`src/hw/dcache_pkg.sv`:
```
package dcache_pkg;

    // address and data widths
    localparam int ADDR_WIDTH   = 32;
    localparam int DATA_WIDTH   = 32;

    // address split as tag | index | offset
    localparam int OFFSET_WIDTH = 5;
    localparam int INDEX_WIDTH  = 4;
    localparam int TAG_WIDTH    = ADDR_WIDTH - INDEX_WIDTH - OFFSET_WIDTH;

    // cache geometry
    localparam int WAY_NUM        = 2;
    localparam int SET_NUM        = 1 << INDEX_WIDTH;
    localparam int LINE_BYTES     = 1 << OFFSET_WIDTH;
    localparam int BEATS_PER_LINE = LINE_BYTES / (DATA_WIDTH / 8);
    localparam int BEAT_WIDTH     = 3;

    typedef enum logic [1:0] {
        MEM_SIZE_B = 2'd0,
        MEM_SIZE_H = 2'd1,
        MEM_SIZE_W = 2'd2
    } mem_size_t;

    typedef logic [TAG_WIDTH-1:0]        tag_t;
    typedef logic [INDEX_WIDTH-1:0]      index_t;
    typedef logic [OFFSET_WIDTH-1:0]     offset_t;
    typedef logic [BEAT_WIDTH-1:0]       beat_t;
    typedef logic [LINE_BYTES-1:0][7:0]  line_t;

    // one accepted core request
    typedef struct packed {
        logic                  write;
        logic [ADDR_WIDTH-1:0] addr;
        logic [DATA_WIDTH-1:0] wdata;
        mem_size_t             size;
        logic                  sign;
    } req_t;

endpackage

```
`src/hw/dcache_beat_counter.sv`:
```
module dcache_beat_counter (
    input  logic                clk,
    input  logic                rst_n,
    input  logic                count,
    input  logic                clear,
    output dcache_pkg::beat_t   beat,
    output logic                last
);
    import dcache_pkg::*;

    beat_t beat_q;

    // clear has priority and only comes outside the data phases
    always_ff @(posedge clk or negedge rst_n) begin
        if (!rst_n) begin
            beat_q <= '0;
        end else if (clear) begin
            beat_q <= '0;
        end else if (count) begin
            beat_q <= beat_q + beat_t'(1);
        end
    end

    assign beat = beat_q;
    assign last = (beat_q == beat_t'(BEATS_PER_LINE - 1));

endmodule

```
`config.mk`:
```
export PLATFORM = sky130hd
export DESIGN_NAME = dcache_beat_counter
export DESIGN_NICKNAME = d
export VERILOG_FILES = /design/src/hw/dcache_pkg.sv /design/src/hw/dcache_beat_counter.sv
export SDC_FILE = /design/constraint.sdc
export NUM_CORES = 1
export LEC_CHECK = 0
export BUFFER_PORTS_ARGS = -buffer_cell sky130_fd_sc_hd__buf_2
export CAP_MARGIN = 15
export CORE_AREA = 10 10 47 49
export DETAILED_ROUTE_END_ITERATION = 8
export DIE_AREA = 0 0 57 59
export PLACE_DENSITY_LB_ADDON = 0.25
export SLEW_MARGIN = 30
export SYNTH_ARGS = -nofsm -noshare
export SYNTH_HDL_FRONTEND = slang
export SYNTH_SLANG_ARGS = --single-unit
export TNS_END_PERCENT = 30
```
`constraint.sdc`:
```
create_clock -name clk -period 1.5 [get_ports clk]
set_input_delay 0.225 -clock clk [delete_from_list [all_inputs] [get_ports clk]]
set_output_delay 0.225 -clock clk [all_outputs]
set_load 0.03 [all_outputs]
```
==> results of run 1 <==
==> what timing repair did <==
action	4_1_cts	5_1_grt
hold buffers	1	0
hold endpoints to repair	3	0
resized for setup	0	0
==> critical path, cell delays in order, from the launching register on <==
cell and delay, ns:
sky130_fd_sc_hd__dfrtp_1 0.39, sky130_fd_sc_hd__ha_1 0.20, sky130_fd_sc_hd__ha_1 0.18, sky130_fd_sc_hd__buf_2 0.18
==> cell families after synthesis <==
kind of cell	count (synthesis)	share of synthesized area [%]
multiplexers	2	14.3
XOR/XNOR	1	6.25
flip-flops	3	53.6
AND/OR/NAND/NOR	3	8.04
adder cells (fa/ha/maj)	2	17.9
==> path summary, 6_finish.rpt <==
check / start / to / slack [ns] / depth (start not counted)
max in group asynchronous: rst_n / beat[0]$_DFFE_PN0P_ / 1.07 / 2
max reg2reg: beat[0]$_DFFE_PN0P_ / beat[2]$_DFFE_PN0P_ / 0.35 / 4
min in group asynchronous: rst_n / beat[1]$_DFFE_PN0P_ / 0.32 / 2
min: clear / beat[0]$_DFFE_PN0P_ / 0.18 / 2
max: beat[0]$_DFFE_PN0P_ / last / 0.10 / 3
min reg2reg: beat[1]$_DFFE_PN0P_ / beat[1]$_DFFE_PN0P_ / 0.56 / 2
==> per-layer routing <==
metal | wire (um) | up-vias | track usage [%] | share of wire [%]
li1 | - | 60 | - | -
met1 | 177 | 50 | 2.62 | 49
met2 | 107 | 8 | 2.17 | 30
met3 | 63 | 2 | 3.22 | 18
met4 | 12 | 0 | 5.03 | 3.3
met5 | 0 | - | 0 | 0
==> synthesized netlist by cell type, drive strengths merged <==
master  n
xnor2   1
nor2    3
dfrtp   3
ha      2
mux2i   2
==> per-stage QoR <==
| step | power [uW] | setup slack, ns | hold slack (ns) | util (%) |
|---|---|---|---|---|
| after floorplan | 116 | 0.220 | -0.0706 | - |
| after global placement | 131 | 0.348 | 0.0217 | 13.9 |
| after detailed placement | 132 | 0.343 | 0.0271 | 13.9 |
| after CTS | 282 | 0.0938 | 0.171 | 16.5 |
| after global routing | 296 | 0.0480 | 0.172 | 16.5 |
| final | 271 | 0.103 | 0.179 | 16.5 |
==> area by class of cell <==
type	count	area (sq um)	share of cell area (%)
Sequential cell	3	75.1	32.4
Multi-Input combinational cell	8	65.1	28.1
Tap cell	16	20.0	8.65
Clock buffer	4	26.3	11.4
Timing Repair Buffer	8	45.0	19.5
==> power groups by stage <==
stage | clock (uW) | sequential, uW | combinational [uW]
finish | 139 | 91.5 | 40.7
global route | 158 | 92.6 | 45.3
CTS | 148 | 91.8 | 41.8
detailed placement | 0 | 92.9 | 39.6
global placement | 0 | 92.4 | 38.5
floorplan | 0 | 104 | 12.2
==> impl_metrics.py, run 1 <==
metrics = {
    "run_status": {
        "status": "completed",
    },
    "setup_path": {
        "worstSetupEndpointType": "output pin",
        "worst-setup-path-type": "reg -> out",
        "cp_data_arrival_time_ns": 1.17,
        "worst-endpoint-required_ns": 1.27,
        "worst_setup_path_start_kind": "flop",
        "timing.critical_path.fanout_max": 3,
    },
    "floorplan": {
        "starting_density_of_the_core_pct": 10.0,
        "floorplan.core_area_sq_mm": 0.00140,
        "die-width_um": 57,
        "pin_count": 8,
        "rows": 14,
        "die_area_sq_mm": 0.00336,
        "fp.dieH_um": 59,
    },
    "power_and_ir_drop": {
        "sequentialPowerShare_pct": 33.8,
        "vdd_drop_max_uv": 226,
        "power_switching_uw": 68.1,
        "power.share.clock_pct": 51.2,
        "internal_power_uw": 203,
        "powerDensity_mw_per_mm2": 1170,
        "power.combinational.fraction_pct": 15.0,
        "swShare_pct": 25.1,
        "p_leak_uw": 0.000132,
    },
    "placement": {
        "standard_cell_area_after_detailed_placement_sq_um": 195,
        "port_buffers": 7,
        "dp_cells": 34,
        "place_congestion": 0.686,
    },
    "sta": {
        "grt_setup_unrepaired": "no",
        "finalWorstPathRequiredPeriod_ns": 1.40,
        "setup_viol_count_final": 0,
        "hold_viol_final": 0,
        "worst_margin_slew_ns": 0.124,
        "normalized_max_slew_margin_pct": 91.5,
        "fmaxAchievable_mhz": 716,
        "timing.final.crit_share_pct": 93.2,
        "fin_tns_setup_ns": 0,
        "timing.final.max_slew_violations": 0,
        "fin_worst_skew_ns": 0.000665,
    },
    "synthesis": {
        "yosysTopAreaCell": "sky130_fd_sc_hd__dfrtp_1",
        "synth_net_count": 17,
        "synth_top_cell_area_share_pct": 53.6,
        "synth.lib_cells_used.distinct": 5,
        "synth_area_per_cell_sq_um": 12.7,
        "ys_top_cells_by_area": "sky130_fd_sc_hd__dfrtp_1 (54%), sky130_fd_sc_hd__ha_1 (18%), sky130_fd_sc_hd__mux2i_1 (14%)",
        "post_synth_instance_area_sq_um": 140,
        "synthCells": 11,
        "ys_ff_latch": 3,
        "seq_area_frac_synth_pct": 53.6,
        "synth-warning-count": 0,
    },
    "detailed_routing": {
        "vias": 120,
        "detail-route-antenna-nets": 0,
        "wl_per_cell_um": 9.23,
        "routed_via_density": 3.08,
        "detailedRoute.firstPassIterationCount": 2,
        "drc": 0,
        "drt_first_iter_violations": 1,
        "wirelength_um": 360,
    },
    "finish": {
        "largest_register_ffs": 3,
        "number_of_diodes": 0,
        "area_delta_synth_final_pct": 65.2,
        "instances_no_fill": 39,
        "layout.cells.most_common_list": "sky130_fd_sc_hd__buf_2 (7), sky130_fd_sc_hd__nor2_1 (3), sky130_fd_sc_hd__dfrtp_1 (3), sky130_fd_sc_hd__clkbuf_4 (3)",
        "filler_instances": 168,
        "nets": 30,
        "post_route_cells_drive_above_1_share_pct": 43.5,
        "layout.cells.most_common": "sky130_fd_sc_hd__buf_2",
        "final_design_area_no_fill_sq_um": 231,
    },
    "global_route": {
        "grt_first_pass_wirelength_um": 614,
        "initial_antenna_violation_count": 0,
        "aggregate_global_route_resource_usage_pct": 2.85,
        "grt.overflow.total": 0,
        "first_global_vias": 147,
        "grt_max_degree": 4,
    },
    "cts": {
        "cts.path.max_buffers": 2,
        "tritoncts.num_buffers": 3,
        "htree_num_levels": 1,
        "cts_root_buf": "sky130_fd_sc_hd__clkbuf_4",
        "worstSkewPairLatency_ns": 0.23,
        "tritoncts": "yes",
        "clk_pin_slew_worst_paths_ns": 0.03,
        "clock_sink_count": 3,
        "post_cts.repair.setup_buffers": 0,
    },
    "worst_hold_path": {
        "hp-class": "in -> reg",
    },
    "flow_run": {
        "maxCapViolCount": 0,
    },
}
Note: power is estimated with default switching activity, not from simulation.
==> run 2: changes to the inputs <==
--- a/config.mk
+++ b/config.mk
@@ -10,6 +10,7 @@
 export CORE_AREA = 10 10 47 49
 export DETAILED_ROUTE_END_ITERATION = 8
 export DIE_AREA = 0 0 57 59
+export MAX_ROUTING_LAYER = met4
 export PLACE_DENSITY_LB_ADDON = 0.25
 export SLEW_MARGIN = 30
 export SYNTH_ARGS = -nofsm -noshare
==> run 2 against run 1 <==
Compared with the run above: total power hardly changed; die area stayed put; global-route usage is 0.080 points higher; clock skew stayed put; critical path type unchanged.
==> impl_metrics.py, run 2 (synthesis gave the netlist of run 1 again) <==
metrics = {
    "run_status": {
        "status": "completed",
    },
    "finish": {
        "nets": 30,
        "layout.cells.most_common": "sky130_fd_sc_hd__buf_2",
        "number_of_diodes": 0,
        "post_route_cells_drive_above_1_share_pct": 43.5,
        "area_delta_synth_final_pct": 65.2,
        "layout.cells.most_common_list": "sky130_fd_sc_hd__buf_2 (7), sky130_fd_sc_hd__nor2_1 (3), sky130_fd_sc_hd__dfrtp_1 (3), sky130_fd_sc_hd__clkbuf_4 (3)",
        "largest_register_ffs": 3,
    },
    "cts": {
        "cts.path.max_buffers": 2,
        "cts_root_buf": "sky130_fd_sc_hd__clkbuf_4",
        "holdBufCountCts": 1,
        "worstSkewPairLatency_ns": 0.23,
        "post_cts.repair.setup_buffers": 0,
        "clock_sink_count": 3,
        "tritoncts": "yes",
        "cts_resized": 0,
        "htree_num_levels": 1,
        "tritoncts.num_buffers": 3,
        "clk_pin_slew_worst_paths_ns": 0.03,
    },
    "sta": {
        "fin_tns_setup_ns": 0,
        "setup_viol_count_final": 0,
        "grt_setup_unrepaired": "no",
        "timing.final.max_slew_violations": 0,
        "finalWorstPathRequiredPeriod_ns": 1.40,
        "normalized_max_slew_margin_pct": 91.5,
        "worst_margin_slew_ns": 0.124,
        "timing.final.crit_share_pct": 93.2,
        "hold_viol_final": 0,
        "fmaxAchievable_mhz": 716,
        "fin_worst_skew_ns": 0.000665,
    },
    "detailed_routing": {
        "met2WireLength_um": 107,
        "detail-route-antenna-nets": 0,
        "detailedRoute.firstPassIterationCount": 2,
        "routed_via_density": 3.08,
        "met1Wirelength_um": 177,
        "drc": 0,
        "met3RoutedLength_um": 63,
        "wirelength_um": 360,
        "drt_first_iter_violations": 1,
        "vias": 120,
        "wl_per_cell_um": 9.23,
        "highest_layer": "met4",
    },
    "setup_path": {
        "timing.rr.start": "beat[0]$_DFFE_PN0P_",
        "cp-endpoint": "last",
        "worst-endpoint-required_ns": 1.27,
        "worst-setup-path-type": "reg -> out",
        "cp_data_arrival_time_ns": 1.17,
        "timing.rr.end": "beat[2]$_DFFE_PN0P_",
        "worstSetupEndpointType": "output pin",
        "worstRegToRegCells": 4,
        "timing.critical_path.fanout_max": 3,
        "timing.reg2reg.setup_slack_ns": 0.35,
        "timing.critical_path.from": "beat[0]$_DFFE_PN0P_",
        "worst_setup_path_start_kind": "flop",
    },
    "floorplan": {
        "die-width_um": 57,
        "pin_count": 8,
        "starting_density_of_the_core_pct": 10.0,
        "floorplan.core_area_sq_mm": 0.00140,
        "fp.dieH_um": 59,
        "die_area_sq_mm": 0.00336,
        "rows": 14,
    },
    "power_and_ir_drop": {
        "report.power.total_uw": 271,
        "vdd_drop_max_uv": 226,
        "powerDensity_mw_per_mm2": 1170,
        "p_leak_uw": 0.000132,
    },
    "global_route": {
        "aggregate_global_route_resource_usage_pct": 2.93,
        "grt.overflow.total": 0,
        "initial_antenna_violation_count": 0,
        "first_global_vias": 147,
        "grt_first_pass_wirelength_um": 607,
        "grt_max_degree": 4,
    },
    "worst_hold_path": {
        "min-delay-start": "clear",
        "hp-class": "in -> reg",
    },
    "placement": {
        "port_buffers": 7,
        "place_congestion": 0.693,
    },
    "flow_run": {
        "maxCapViolCount": 0,
    },
}
[run 2: power by group]
| group | leakage [uW] | switching, uW | internal [uW] | total [uW] |
|---|---|---|---|---|
| logic | 0.0000771 | 24.2 | 16.5 | 40.7 |
| clock network | 0.0000150 | 39.4 | 99.5 | 139 |
| registers | 0.0000404 | 4.48 | 87.1 | 91.5 |
| total | 0.000132 | 68.1 | 203 | 271 |
[run 2: worst min path at each step]
stage / endpoint / slack, ns / cells after the start
floorplan: beat[0]$_DFFE_PN0P_ / -0.07 / 0
global placement: beat[2]$_DFFE_PN0P_ / 0.02 / 1
detailed placement: beat[2]$_DFFE_PN0P_ / 0.03 / 1
CTS: beat[0]$_DFFE_PN0P_ / 0.17 / 2
global route: beat[0]$_DFFE_PN0P_ / 0.17 / 2
finish: beat[0]$_DFFE_PN0P_ / 0.18 / 2
[run 2: stage by stage]
| stage | area (sq um) | instances | util, % | hold slack (ns) | setup WS, ns |
|---|---|---|---|---|---|
| finish | 231 | 39 | 16.5 | 0.179 | 0.103 |
| global route | 231 | 39 | 16.5 | 0.172 | 0.0480 |
| CTS | 231 | 39 | 16.5 | 0.171 | 0.0938 |
| detailed placement | 195 | 34 | 13.9 | 0.0271 | 0.343 |
| global placement | 195 | 34 | 13.9 | 0.0217 | 0.348 |
| floorplan | 140 | 11 | - | -0.0706 | 0.220 |
[run 2: cell type report]
class,instances,area [sq um]
well taps,16,20.0
fillers,168,1170
clock buffers,4,26.3
flip-flops and latches,3,75.1
multi-input cells,8,65.1
repair buffers,8,45.0
[run 2: critical path: stages, from the launching register on]
cell and delay (ns):
sky130_fd_sc_hd__dfrtp_1 0.39, sky130_fd_sc_hd__ha_1 0.20, sky130_fd_sc_hd__ha_1 0.18, sky130_fd_sc_hd__buf_2 0.18
[run 2: per-layer routing]
layer | global-route usage, % | up-vias
met4 | 5.03 | 0
met3 | 3.22 | 2
met5 | - | -
li1 | - | 60
met1 | 2.62 | 50
met2 | 2.17 | 8
