==> src/hw/dcache_pkg.sv <==
package dcache_pkg;

    // address and data widths
    localparam int ADDR_WIDTH   = 32;
    localparam int DATA_WIDTH   = 32;

    // address split as tag | index | offset
    localparam int OFFSET_WIDTH = 5;
    localparam int INDEX_WIDTH  = 4;
    localparam int TAG_WIDTH    = ADDR_WIDTH - INDEX_WIDTH - OFFSET_WIDTH;

    // cache geometry
    localparam int WAY_NUM        = 2;
    localparam int SET_NUM        = 1 << INDEX_WIDTH;
    localparam int LINE_BYTES     = 1 << OFFSET_WIDTH;
    localparam int BEATS_PER_LINE = LINE_BYTES / (DATA_WIDTH / 8);
    localparam int BEAT_WIDTH     = 3;

    typedef enum logic [1:0] {
        MEM_SIZE_B = 2'd0,
        MEM_SIZE_H = 2'd1,
        MEM_SIZE_W = 2'd2
    } mem_size_t;

    typedef logic [TAG_WIDTH-1:0]        tag_t;
    typedef logic [INDEX_WIDTH-1:0]      index_t;
    typedef logic [OFFSET_WIDTH-1:0]     offset_t;
    typedef logic [BEAT_WIDTH-1:0]       beat_t;
    typedef logic [LINE_BYTES-1:0][7:0]  line_t;

    // one accepted core request
    typedef struct packed {
        logic                  write;
        logic [ADDR_WIDTH-1:0] addr;
        logic [DATA_WIDTH-1:0] wdata;
        mem_size_t             size;
        logic                  sign;
    } req_t;

endpackage

==> src/hw/dcache_ifs.sv <==
interface tag_port_if;
    import dcache_pkg::*;

    // lookup request from the controller
    index_t index;
    tag_t   tag;
    logic   install;
    logic   mark_dirty;

    // lookup result from the tag store
    logic   hit;
    logic   hit_way;
    logic   victim_way;
    logic   victim_dirty;
    tag_t   victim_tag;

    modport ctrl (
        output index,
        output tag,
        output install,
        output mark_dirty,
        input  hit,
        input  hit_way,
        input  victim_way,
        input  victim_dirty,
        input  victim_tag
    );

    modport array (
        input  index,
        input  tag,
        input  install,
        input  mark_dirty,
        output hit,
        output hit_way,
        output victim_way,
        output victim_dirty,
        output victim_tag
    );
endinterface

interface line_port_if;
    import dcache_pkg::*;

    logic                  way;
    index_t                index;
    offset_t               offset;
    mem_size_t             size;
    logic                  sign;
    logic [DATA_WIDTH-1:0] store_data;
    logic                  store_en;
    logic                  fill_en;
    logic [DATA_WIDTH-1:0] fill_data;
    // burst position driven from the beat counter at the top level
    beat_t                 beat;
    logic [DATA_WIDTH-1:0] load_data;
    logic [DATA_WIDTH-1:0] wb_data;

    modport ctrl (
        output way,
        output index,
        output offset,
        output size,
        output sign,
        output store_data,
        output store_en,
        output fill_en,
        output fill_data,
        input  beat
    );

    modport array (
        input  way,
        input  index,
        input  offset,
        input  size,
        input  sign,
        input  store_data,
        input  store_en,
        input  fill_en,
        input  fill_data,
        input  beat,
        output load_data,
        output wb_data
    );
endinterface

==> src/hw/dcache_ctrl.sv <==
module dcache_ctrl (
    input  logic                              clk,
    input  logic                              rst_n,
    input  logic                              req_valid,
    input  logic                              req_write,
    input  logic                              req_signed,
    input  logic [dcache_pkg::ADDR_WIDTH-1:0] req_addr,
    input  logic [dcache_pkg::DATA_WIDTH-1:0] req_wdata,
    input  dcache_pkg::mem_size_t             req_size,
    output logic                              req_ready,
    output logic                              resp_valid,
    output logic                              ar_valid,
    output logic                              r_ready,
    output logic                              aw_valid,
    output logic                              w_valid,
    output logic                              b_ready,
    input  logic                              ar_ready,
    input  logic                              r_valid,
    input  logic                              r_last,
    input  logic                              aw_ready,
    input  logic                              w_ready,
    input  logic                              b_valid,
    input  logic [dcache_pkg::DATA_WIDTH-1:0] r_data,
    output logic [dcache_pkg::ADDR_WIDTH-1:0] ar_addr,
    output logic [dcache_pkg::ADDR_WIDTH-1:0] aw_addr,
    output logic                              beat_count,
    output logic                              beat_clear,
    tag_port_if.ctrl                          tags,
    line_port_if.ctrl                         line
);
    import dcache_pkg::*;

    typedef enum logic [2:0] {
        IDLE,
        LOOKUP,
        REFILL_AR,
        REFILL_R,
        WB_AW,
        WB_W,
        WB_B
    } state_t;

    state_t  state;
    state_t  state_next;
    req_t    req_q;
    tag_t    req_tag;
    index_t  req_index;
    offset_t req_offset;
    logic    accept;
    logic    r_fire;
    logic    w_fire;
    logic    w_done;
    logic    store_hit;

    assign req_ready = (state == IDLE);
    assign accept    = req_valid && req_ready;

    // request is held for the whole miss sequence
    always_ff @(posedge clk) begin
        if (accept) begin
            req_q.write <= req_write;
            req_q.addr  <= req_addr;
            req_q.wdata <= req_wdata;
            req_q.size  <= req_size;
            req_q.sign  <= req_signed;
        end
    end

    assign req_tag    = req_q.addr[ADDR_WIDTH-1 -: TAG_WIDTH];
    assign req_index  = req_q.addr[OFFSET_WIDTH +: INDEX_WIDTH];
    assign req_offset = req_q.addr[OFFSET_WIDTH-1:0];

    assign r_fire = r_valid && r_ready;
    assign w_fire = w_valid && w_ready;
    // last write-back beat at the position flagged as w_last
    assign w_done = w_fire && (line.beat == beat_t'(BEATS_PER_LINE - 1));

    always_ff @(posedge clk or negedge rst_n) begin
        if (!rst_n) begin
            state <= IDLE;
        end else begin
            state <= state_next;
        end
    end

    always_comb begin
        state_next = state;
        case (state)
            IDLE:      if (accept) state_next = LOOKUP;
            LOOKUP: begin
                if (tags.hit) begin
                    state_next = IDLE;
                end else if (tags.victim_dirty) begin
                    state_next = WB_AW;
                end else begin
                    state_next = REFILL_AR;
                end
            end
            WB_AW:     if (aw_ready) state_next = WB_W;
            WB_W:      if (w_done) state_next = WB_B;
            WB_B:      if (b_valid) state_next = REFILL_AR;
            REFILL_AR: if (ar_ready) state_next = REFILL_R;
            // back to lookup so the hit answers
            REFILL_R:  if (r_fire && r_last) state_next = LOOKUP;
            default:   state_next = IDLE;
        endcase
    end

    assign store_hit  = (state == LOOKUP) && tags.hit && req_q.write;
    assign resp_valid = (state == LOOKUP) && tags.hit;

    // burst channel levels
    assign ar_valid = (state == REFILL_AR);
    assign r_ready  = (state == REFILL_R);
    assign aw_valid = (state == WB_AW);
    assign w_valid  = (state == WB_W);
    assign b_ready  = (state == WB_B);

    assign ar_addr = {req_tag, req_index, {OFFSET_WIDTH{1'b0}}};
    assign aw_addr = {tags.victim_tag, req_index, {OFFSET_WIDTH{1'b0}}};

    // counter restarts whenever an address phase is entered
    assign beat_count = r_fire || w_fire;
    assign beat_clear = ((state == LOOKUP) && !tags.hit) || ((state == WB_B) && b_valid);

    assign tags.index      = req_index;
    assign tags.tag        = req_tag;
    assign tags.install    = r_fire && r_last;
    assign tags.mark_dirty = store_hit;

    assign line.way        = (state == LOOKUP) ? tags.hit_way : tags.victim_way;
    assign line.index      = req_index;
    assign line.offset     = req_offset;
    assign line.size       = req_q.size;
    assign line.sign       = req_q.sign;
    assign line.store_data = req_q.wdata;
    assign line.store_en   = store_hit;
    assign line.fill_en    = r_fire;
    assign line.fill_data  = r_data;

endmodule

==> src/flat_wrapper.sv <==
// flat-port wrapper written by rule: the top's interface ports become plain ports
module dcache_ctrl_flat import dcache_pkg::*;
  (clk, rst_n, req_valid, req_write, req_signed, req_addr, req_wdata, req_size, req_ready, resp_valid, ar_valid, r_ready, aw_valid, w_valid, b_ready, ar_ready, r_valid, r_last, aw_ready, w_ready, b_valid, r_data, ar_addr, aw_addr, beat_count, beat_clear, tags_index, tags_tag, tags_install, tags_mark_dirty, tags_hit, tags_hit_way, tags_victim_way, tags_victim_dirty, tags_victim_tag, line_way, line_index, line_offset, line_size, line_sign, line_store_data, line_store_en, line_fill_en, line_fill_data, line_beat);
  tag_port_if tags_i ();
  line_port_if line_i ();
  input  logic clk;
  input  logic rst_n;
  input  logic req_valid;
  input  logic req_write;
  input  logic req_signed;
  input  logic [dcache_pkg::ADDR_WIDTH-1:0] req_addr;
  input  logic [dcache_pkg::DATA_WIDTH-1:0] req_wdata;
  input  dcache_pkg::mem_size_t req_size;
  output logic req_ready;
  output logic resp_valid;
  output logic ar_valid;
  output logic r_ready;
  output logic aw_valid;
  output logic w_valid;
  output logic b_ready;
  input  logic ar_ready;
  input  logic r_valid;
  input  logic r_last;
  input  logic aw_ready;
  input  logic w_ready;
  input  logic b_valid;
  input  logic [dcache_pkg::DATA_WIDTH-1:0] r_data;
  output logic [dcache_pkg::ADDR_WIDTH-1:0] ar_addr;
  output logic [dcache_pkg::ADDR_WIDTH-1:0] aw_addr;
  output logic beat_count;
  output logic beat_clear;
  output wire logic [$bits(tags_i.index)-1:0] tags_index;
  output wire logic [$bits(tags_i.tag)-1:0] tags_tag;
  output wire logic [$bits(tags_i.install)-1:0] tags_install;
  output wire logic [$bits(tags_i.mark_dirty)-1:0] tags_mark_dirty;
  input wire logic [$bits(tags_i.hit)-1:0] tags_hit;
  input wire logic [$bits(tags_i.hit_way)-1:0] tags_hit_way;
  input wire logic [$bits(tags_i.victim_way)-1:0] tags_victim_way;
  input wire logic [$bits(tags_i.victim_dirty)-1:0] tags_victim_dirty;
  input wire logic [$bits(tags_i.victim_tag)-1:0] tags_victim_tag;
  output wire logic [$bits(line_i.way)-1:0] line_way;
  output wire logic [$bits(line_i.index)-1:0] line_index;
  output wire logic [$bits(line_i.offset)-1:0] line_offset;
  output wire logic [$bits(line_i.size)-1:0] line_size;
  output wire logic [$bits(line_i.sign)-1:0] line_sign;
  output wire logic [$bits(line_i.store_data)-1:0] line_store_data;
  output wire logic [$bits(line_i.store_en)-1:0] line_store_en;
  output wire logic [$bits(line_i.fill_en)-1:0] line_fill_en;
  output wire logic [$bits(line_i.fill_data)-1:0] line_fill_data;
  input wire logic [$bits(line_i.beat)-1:0] line_beat;
  assign tags_index = tags_i.index;
  assign tags_tag = tags_i.tag;
  assign tags_install = tags_i.install;
  assign tags_mark_dirty = tags_i.mark_dirty;
  assign tags_i.hit = tags_hit;
  assign tags_i.hit_way = tags_hit_way;
  assign tags_i.victim_way = tags_victim_way;
  assign tags_i.victim_dirty = tags_victim_dirty;
  assign tags_i.victim_tag = tags_victim_tag;
  assign line_way = line_i.way;
  assign line_index = line_i.index;
  assign line_offset = line_i.offset;
  assign line_size = line_i.size;
  assign line_sign = line_i.sign;
  assign line_store_data = line_i.store_data;
  assign line_store_en = line_i.store_en;
  assign line_fill_en = line_i.fill_en;
  assign line_fill_data = line_i.fill_data;
  assign line_i.beat = line_beat;
  dcache_ctrl u_core (.clk(clk), .rst_n(rst_n), .req_valid(req_valid), .req_write(req_write), .req_signed(req_signed), .req_addr(req_addr), .req_wdata(req_wdata), .req_size(req_size), .req_ready(req_ready), .resp_valid(resp_valid), .ar_valid(ar_valid), .r_ready(r_ready), .aw_valid(aw_valid), .w_valid(w_valid), .b_ready(b_ready), .ar_ready(ar_ready), .r_valid(r_valid), .r_last(r_last), .aw_ready(aw_ready), .w_ready(w_ready), .b_valid(b_valid), .r_data(r_data), .ar_addr(ar_addr), .aw_addr(aw_addr), .beat_count(beat_count), .beat_clear(beat_clear), .tags(tags_i), .line(line_i));
endmodule
==> config.mk <==
export PLATFORM = sky130hd
export DESIGN_NAME = dcache_ctrl_flat
export DESIGN_NICKNAME = d
export VERILOG_FILES = /design/src/hw/dcache_pkg.sv /design/src/hw/dcache_ifs.sv /design/src/hw/dcache_ctrl.sv /design/src/flat_wrapper.sv
export SDC_FILE = /design/constraint.sdc
export NUM_CORES = 1
export LEC_CHECK = 0
export BUFFER_PORTS_ARGS = -buffer_cell sky130_fd_sc_hd__buf_2
export CAP_MARGIN = 0
export CORE_AREA = 2 2 125 127
export CTS_CLUSTER_DIAMETER = 100
export DETAILED_ROUTE_END_ITERATION = 6
export DIE_AREA = 0 0 127 129
export SYNTH_ARGS = -nofsm -noshare
export SYNTH_HDL_FRONTEND = slang
export SYNTH_SLANG_ARGS = --single-unit
export TNS_END_PERCENT = 20
==> constraint.sdc <==
create_clock -name clk -period 4.85 [get_ports clk]
set_input_delay 0.7275 -clock clk [delete_from_list [all_inputs] [get_ports clk]]
set_output_delay 0.7275 -clock clk [all_outputs]
set_load 0.02 [all_outputs]
==> metrics.md, run 1 <==
| Metric | Value |
|---|---|
| Routed vias/inst | around 3.7 |
| DR DRC count | 0 |
| First-pass GRT wire length | ~12000 um |
| Hold Crit Class | in -> async |
| Post-Layout Cell Count | 518 |
| CP required | just over 4 ns |
| Resize count post-CTS | 0 |
| Layout cells sized above 1 | 66.6% |
| Post-DR wirelength/cell | around 17 um |
| Reg2reg start | u_core.state[0] |
| DRT Pass-1 Iters | 4 |
| Worst path top cell family by delay | simple AND/OR/NAND/NOR gates |
| Crit end category | output pin |
| Clk_lat worst skew | roughly 0.32 ns |
| Stages on worst setup path | 4 |
| DIE WIDTH | ~130 um |
| Cell with the most instances after synthesis | buf_4 |
| Max FO, Critical Path | 11 |
| RSZ-0062 raised after global routing | no |
| Clk buf depth | 2 |
| Post CTS Setup Buffer Count | 0 |
| DR vias | around 1900 |
| Grt ovf | 0 |
| Sequential area share after synthesis | around three fifths |
| CTS tree | built |
| Critical path's largest stage delay | roughly 0.60 ns |
| Maximum vdd drop | roughly 330 uV |
| Core area | about 15000 um2 |
| Netlist cell types | 29 |
| Synthesized area per cell | 13.2 um2 |
| Placed Instances | approximately 500 |
| Yosys top cell area share | between 50% and 60% |
| Placer Congestion | 0.734 |
| CP Buf/Inv Count | 1 |
| Hold_buf cts | 0 |
| Leak | 1.73 nW |
| Global Route Usage Sum | 9.97% |
| Reg2Reg Depth | 2 |
| # Max-Cap Violations | 0 |
| Most frequent cells after synthesis | buf_4, edfxtp_1, nor3_1 |
| Final period utilization | 50.1% |
| Status | completed |
| Layout Skew | around 0.0067 ns |
| Slowest-stage cell, CP | dfrtp_1 |
| Startpoint Class | flip-flop |
| Post-DRT Antenna Nets | 0 |
| Layout Nets | 465 |
| Fillers | 1571 |
| Relative slew slack | about two fifths |
| Slew Viols, Final | 0 |
| Clock tree root buffer cell | clkbuf_16 |
| Fmax | a little over 400 MHz |
| Number of endpoints failing setup at the final stage | 0 |
| Fin area | 3910 um2 |
| CTS buffer count | 9 |
| YS warnings | 0 |
| Prevailing post-synth register cell | edfxtp_1 |
| CTS H-tree depth | 3 |
| DP HPWL | 7170 um |
| Clk pin slew, worst setup/hold paths | 0.05 ns |
| Largest cells by area after synthesis | edfxtp_1, buf_4, dfrtp_1 |
| Pin count of the biggest net entering global routing | between 60 and 70 |
| Post-layout min period | between 2 and 2.5 ns |
| Layout area overhead | 7.58% |
| Synth Register Bits | slightly above 70 |
| FFs w/ async S/R, synth | under 10% |
| Cell Area, Synth | about 3600 um2 |
| Site row count | between 40 and 50 |
| CP arrival | roughly 1.7 ns |
| 1st-iter DRT viols | 67 |
| DP Area | around 3600 um2 |
| Starting Density | between 20 and 25% |
| Post-synth top area cell | edfxtp_1 |
| Num ports | 320 |
| Number of global-route vias before repair | 1942 |
| Syn Inst Count | about 280 |
| Initial antenna violation count | 2 |
| Reg-to-Reg End | u_core.line.store_data[12] |
| DIE AREA | 16400 um2 |
| Final setup TNS | 0 ns |
| Overall power | ~0.0019 W |
| Pwr per Cell Area | just under 500 nW/um2 |
| Slew @ Worst Pin | ~0.9 ns |
| WL final | 8680 um |
| DIE HEIGHT | between 100 and 150 um |
| Crit Path Category | reg -> out |
| FF-to-FF setup slack | 2.77 ns |
| Final Hold Fails | 0 |
| # clock sinks | 71 |
| Port Buffers | 199 |
| Post-synth EDFFs | around 70 |
| Worst path cell trace | nand2b_4, nor3_1, and2_1, buf_2 |
sequential cells by signal, summed over array words and instances (netlist names):
register,cells
u_core.state,3
u_core.line.store_data,32
u_core.ar_addr,27
u_core.req_q,1
u_core.line.sign,1
u_core.line.offset,5
u_core.line.size,2
power breakdown:
group	switching [W]	internal [W]	leakage, nW
Sequential	0.0000601	0.000781	0.654
Clock	0.000234	0.000390	0.128
Combinational	0.000317	0.000156	0.944
worst reg2reg max path: cells and delay by family, from the launching register on:
| family | cells | cell delay, ns |
|---|---|---|
| flops | 1 | 0.53 |
| simple gates | 2 | 1.13 |
worst max-delay path by stage:
stage                    start                 end
2_1_floorplan  u_core.state[0]  u_core.ar_addr[10]
3_3_place_gp          tags_hit     tags_mark_dirty
3_5_place_dp          tags_hit       line_store_en
4_1_cts        u_core.state[0]       line_store_en
5_1_grt        u_core.state[0]       line_store_en
6_report       u_core.state[0]       line_store_en
stage by stage:
step                      utilization, %  worst slack, ns  hold WS [ns]
after floorplan                        -             1.60         0.432
after global placement              24.2             2.59         0.536
after detailed placement            24.2             2.55         0.539
after CTS                           26.1             2.41         0.188
after global routing                26.1             2.32         0.188
final                               26.1             2.42         0.202
layout make-up:
cell class,count,area (um2),area share (%)
Antenna cell,1,2.50,0.0641
Inverter,3,11.3,0.288
Timing Repair Buffer,199,996,25.5
Sequential cell,71,2120,54.2
Multi-Input combinational cell,42,265,6.79
Clock inverter,4,48.8,1.25
Tap cell,188,235,6.02
Clock buffer,10,229,5.86
kinds of logic (layout without fill, tap and decap cells):
kind of cell           after synthesis  in the layout  share of synthesized area [%]
buffers and inverters              172            216                           35.4
flip-flops                          71             71                           58.3
AND/OR/NAND/NOR                     21             21                           3.96
AO/OA/AOI/OAI                        9              9                           1.55
multiplexers                         2              2                          0.689
other                                1             11                          0.103
layer usage:
| metal | routed length (um) | part of all wire [%] | GRT usage [%] | vias up |
|---|---|---|---|---|
| li1 | - | - | - | 850 |
| met3 | 1280 | 15 | 6.15 | 27 |
| met1 | 2610 | 30 | 8.78 | 857 |
| met4 | 172 | 2.0 | 4.59 | 2 |
| met2 | 4600 | 53 | 18.0 | 166 |
| met5 | 13 | 0.15 | 0 | - |
layout by cell type, fill, tap and decap left out, types with 2 or more instances in the layout:
master      instances
buf_2             199
edfxtp_1           68
conb_1             10
clkbuf_16           9
nor3_1              4
o21ai_0             3
dfrtp_1             3
and2_1              2
inv_1               2
nor2_1              2
and2_4              2
and3_1              2
a21oi_1             2
clkinvlp_4          2
Power figures use the tool's default switching activity.
==> run 2, diff against run 1 <==
--- a/config.mk
+++ b/config.mk
@@ -5,12 +5,13 @@
 export SDC_FILE = /design/constraint.sdc
 export NUM_CORES = 1
 export LEC_CHECK = 0
+export ABC_AREA = 1
 export BUFFER_PORTS_ARGS = -buffer_cell sky130_fd_sc_hd__buf_2
 export CAP_MARGIN = 0
-export CORE_AREA = 2 2 125 127
+export CORE_AREA = 2 2 122 124
 export CTS_CLUSTER_DIAMETER = 100
 export DETAILED_ROUTE_END_ITERATION = 6
-export DIE_AREA = 0 0 127 129
+export DIE_AREA = 0 0 124 126
 export SYNTH_ARGS = -nofsm -noshare
 export SYNTH_HDL_FRONTEND = slang
 export SYNTH_SLANG_ARGS = --single-unit
==> constraint.sdc (replaced) <==
create_clock -name clk -period 2.2 [get_ports clk]
set_input_delay 0.33 -clock clk [delete_from_list [all_inputs] [get_ports clk]]
set_output_delay 0.33 -clock clk [all_outputs]
set_load 0.02 [all_outputs]
==> run 2 against run 1 <==
Compared with the run above: synthesized cell count up 11%; clock-buffer cell count unchanged; cell count up 6.0%; sequential share of layout area down 1.4 points; combinational power rose to 3.1 times the previous value; non-clock buffer count up 3; critical path depth unchanged; sequential power up 130%; cell area up 2.6%; critical endpoint is now line_way; largest cell class unchanged.
==> metrics.md, run 2 <==
| Metric | Value |
|---|---|
| DP HPWL | between 5000 and 6000 um |
| Worst path top cell family by delay | flip-flops |
| Crit Path Category | reg -> out |
| Leak | approximately 1.8 nW |
| DR DRC count | 0 |
| WHS | around 0.17 ns |
| Post-layout min period | 1.99 ns |
| Final period utilization | between 90% and 100% |
| Grt ovf | 0 |
| Most frequent cells after synthesis | buf_4, edfxtp_1, nand2_1 |
| Finished Core Util | around 28% |
| First-pass GRT wire length | a little under 10000 um |
| Routed vias/inst | about 3.7 |
| Post-synth EDFFs | just under 70 |
| Yosys top cell area share | between 50 and 60% |
| Pin count of the biggest net entering global routing | 37 |
| # Max-Cap Violations | 0 |
| CP arrival | 1.66 ns |
| CTS H-tree depth | 3 |
| Fmax | about 500 MHz |
| Startpoint Class | flip-flop |
| Pint | approximately 0.003 W |
| Clk pwr share | 27.2% |
| Flop pwr share | between 40% and 50% |
| Netlist cell types | 21 |
| Worst path cell trace | inv_2, nand2_2, mux2_4, buf_2 |
| Comb pwr share | between 30% and 40% |
| Crit end category | output pin |
| Starting Density | roughly 26% |
| CTS tree | built |
| Status | completed |
| Maximum vdd drop | 736 uV |
| Core area | about 14000 um2 |
| Switching share of power | between 30% and 40% |
| Slowest-stage cell, CP | dfrtp_1 |
| Antenna cells | 0 |
| Layout Skew | approximately 0.0064 ns |
| Post-DR wirelength/cell | between 10 and 15 um |
| Post-Synth XOR/XNOR Area | 0% |
| CTS buffer count | 9 |
| Placer Congestion | about 0.74 |
| Clk buf depth | 2 |
| Post-synth top area cell | edfxtp_1 |
| Cell Area, Synth | 3690 um2 |
| Clk pin slew, worst setup/hold paths | around 0.060 ns |
| Compound-Gate Fraction of Synth Area | 0.882% |
| # clock sinks | a little over 70 |
| Placed Instances | between 500 and 600 |
| Post-DRT Antenna Nets | 0 |
| Hold_buf cts | 1 |
| Slew Viols, Final | 0 |
| Clk_lat worst skew | roughly 0.33 ns |
| DIE HEIGHT | approximately 130 um |
| Num ports | 320 |
| Pwr per Cell Area | around 1200 nW/um2 |
| Commonest non-fill, non-tap cell in the layout | buf_2 |
| Layout Nets | 499 |
| Synth Area in Adders | 0% |
| YS warnings | 0 |
| Clock tree root buffer cell | clkbuf_16 |
| Largest register FFs | 32 |
| Resize count post-CTS | 0 |
| WL final | ~7200 um |
| Overall power | about 0.0047 W |
| DIE WIDTH | between 100 and 150 um |
| DP Area | approximately 3700 um2 |
| Post-Layout Cell Count | roughly 550 |
| 1st-iter DRT viols | 52 |
| Syn Inst Count | roughly 310 |
| Layout cells sized above 1 | between 60 and 70% |
| Synthesized area per cell | around 12 um2 |
| Switch Pwr | around 0.0017 W |
| Number of endpoints failing setup at the final stage | 0 |
| Initial antenna violation count | 1 |
| Hold Crit Class | in -> reg |
| DRT Pass-1 Iters | 4 |
| Layout area overhead | 8.58% |
| CP required | about 1.9 ns |
| Critical path's largest stage delay | slightly below 0.6 ns |
| Sequential area share after synthesis | about 57% |
| Post CTS Setup Buffer Count | 0 |
| Post-Synth Simple-Gate Area | roughly 5.4% |
| CP Buf/Inv Count | 2 |
| Site row count | 44 |
| Number of global-route vias before repair | approximately 1900 |
| Synth Register Bits | about 70 |
| Fin area | ~4000 um2 |
| Port Buffers | between 150 and 200 |
| Largest cells by area after synthesis | edfxtp_1, buf_4, dfrtp_1 |
| Most frequent cells in the layout | buf_2, edfxtp_1, nand2_1, inv_1, conb_1 |
| FFs w/ async S/R, synth | between 4 and 5% |
| Prevailing post-synth register cell | edfxtp_1 |
| DR vias | around 2100 |
| Final Hold Fails | 0 |
| Largest family of logic cells by synthesized area | buffers and inverters |
| Max FO, Critical Path | 11 |
| DIE AREA | approximately 16000 um2 |
| Cell with the most instances after synthesis | buf_4 |
| Global Route Usage Sum | roughly 8.9% |
| RSZ-0062 raised after global routing | no |
| Multiplexer share of the synthesized area | less than 1% |
run 2: worst reg2reg max path, delay by kind of cell (launching register included):
family | cells | cell delay, ns
and+or+nand+nor | 2 | 0.39
DFF | 1 | 0.46
buffers and inverters | 2 | 0.50
run 2: power by group through the flow:
stage                     registers [W]  logic (W)  clock network (W)
after CTS                       0.00195    0.00149            0.00135
after detailed placement        0.00198    0.00148                  0
after floorplan                 0.00196    0.00150                  0
after global placement          0.00196    0.00146                  0
final                           0.00195    0.00148            0.00128
after global routing            0.00198    0.00159            0.00139
run 2: worst paths after layout:
path / from / end / slack [ns] / cells after the start
min reg2reg: u_core.state[0] / u_core.state[0] / 0.65 / 2
min: req_wdata[8] / u_core.line.store_data[8] / 0.17 / 1
max reg2reg: u_core.state[0] / u_core.ar_addr[19] / 0.49 / 4
max: u_core.state[2] / line_way / 0.21 / 4
max in group asynchronous: rst_n / u_core.state[2] / 1.78 / 2
min in group asynchronous: rst_n / u_core.state[0] / 0.31 / 2
run 2: layout make-up:
type                    count  area [um2]
clock inverters             6        37.5
repair buffers            202        1030
inverters                  16        60.1
flip-flops and latches     71        2120
clock buffers              10         229
well taps                 184         230
multi-input cells          60         298
fillers                  1496       10300
run 2: metrics by stage:
stage | setup TNS, ns | setup slack (ns)
after CTS | 0 | 0.195
after global placement | 0 | 0.599
final | 0 | 0.209
after global routing | 0 | 0.102
after detailed placement | 0 | 0.521
after floorplan | -33.66 | -0.495
run 2: logic make-up after synthesis:
group | count (synthesis)
AO/OA/AOI/OAI | 6
buffers and inverters | 184
AND/OR/NAND/NOR | 43
flip-flops | 71
multiplexers | 1
other | 1
run 2: layer usage:
layer  vias to the layer above  part of all wire [%]  global-route usage (%)
met3                        26                    13                    5.66
li1                        927                     -                       -
met4                         2                   3.1                    5.68
met1                       937                    36                    8.70
met5                         -                  0.18                       0
met2                       164                    48                    13.8
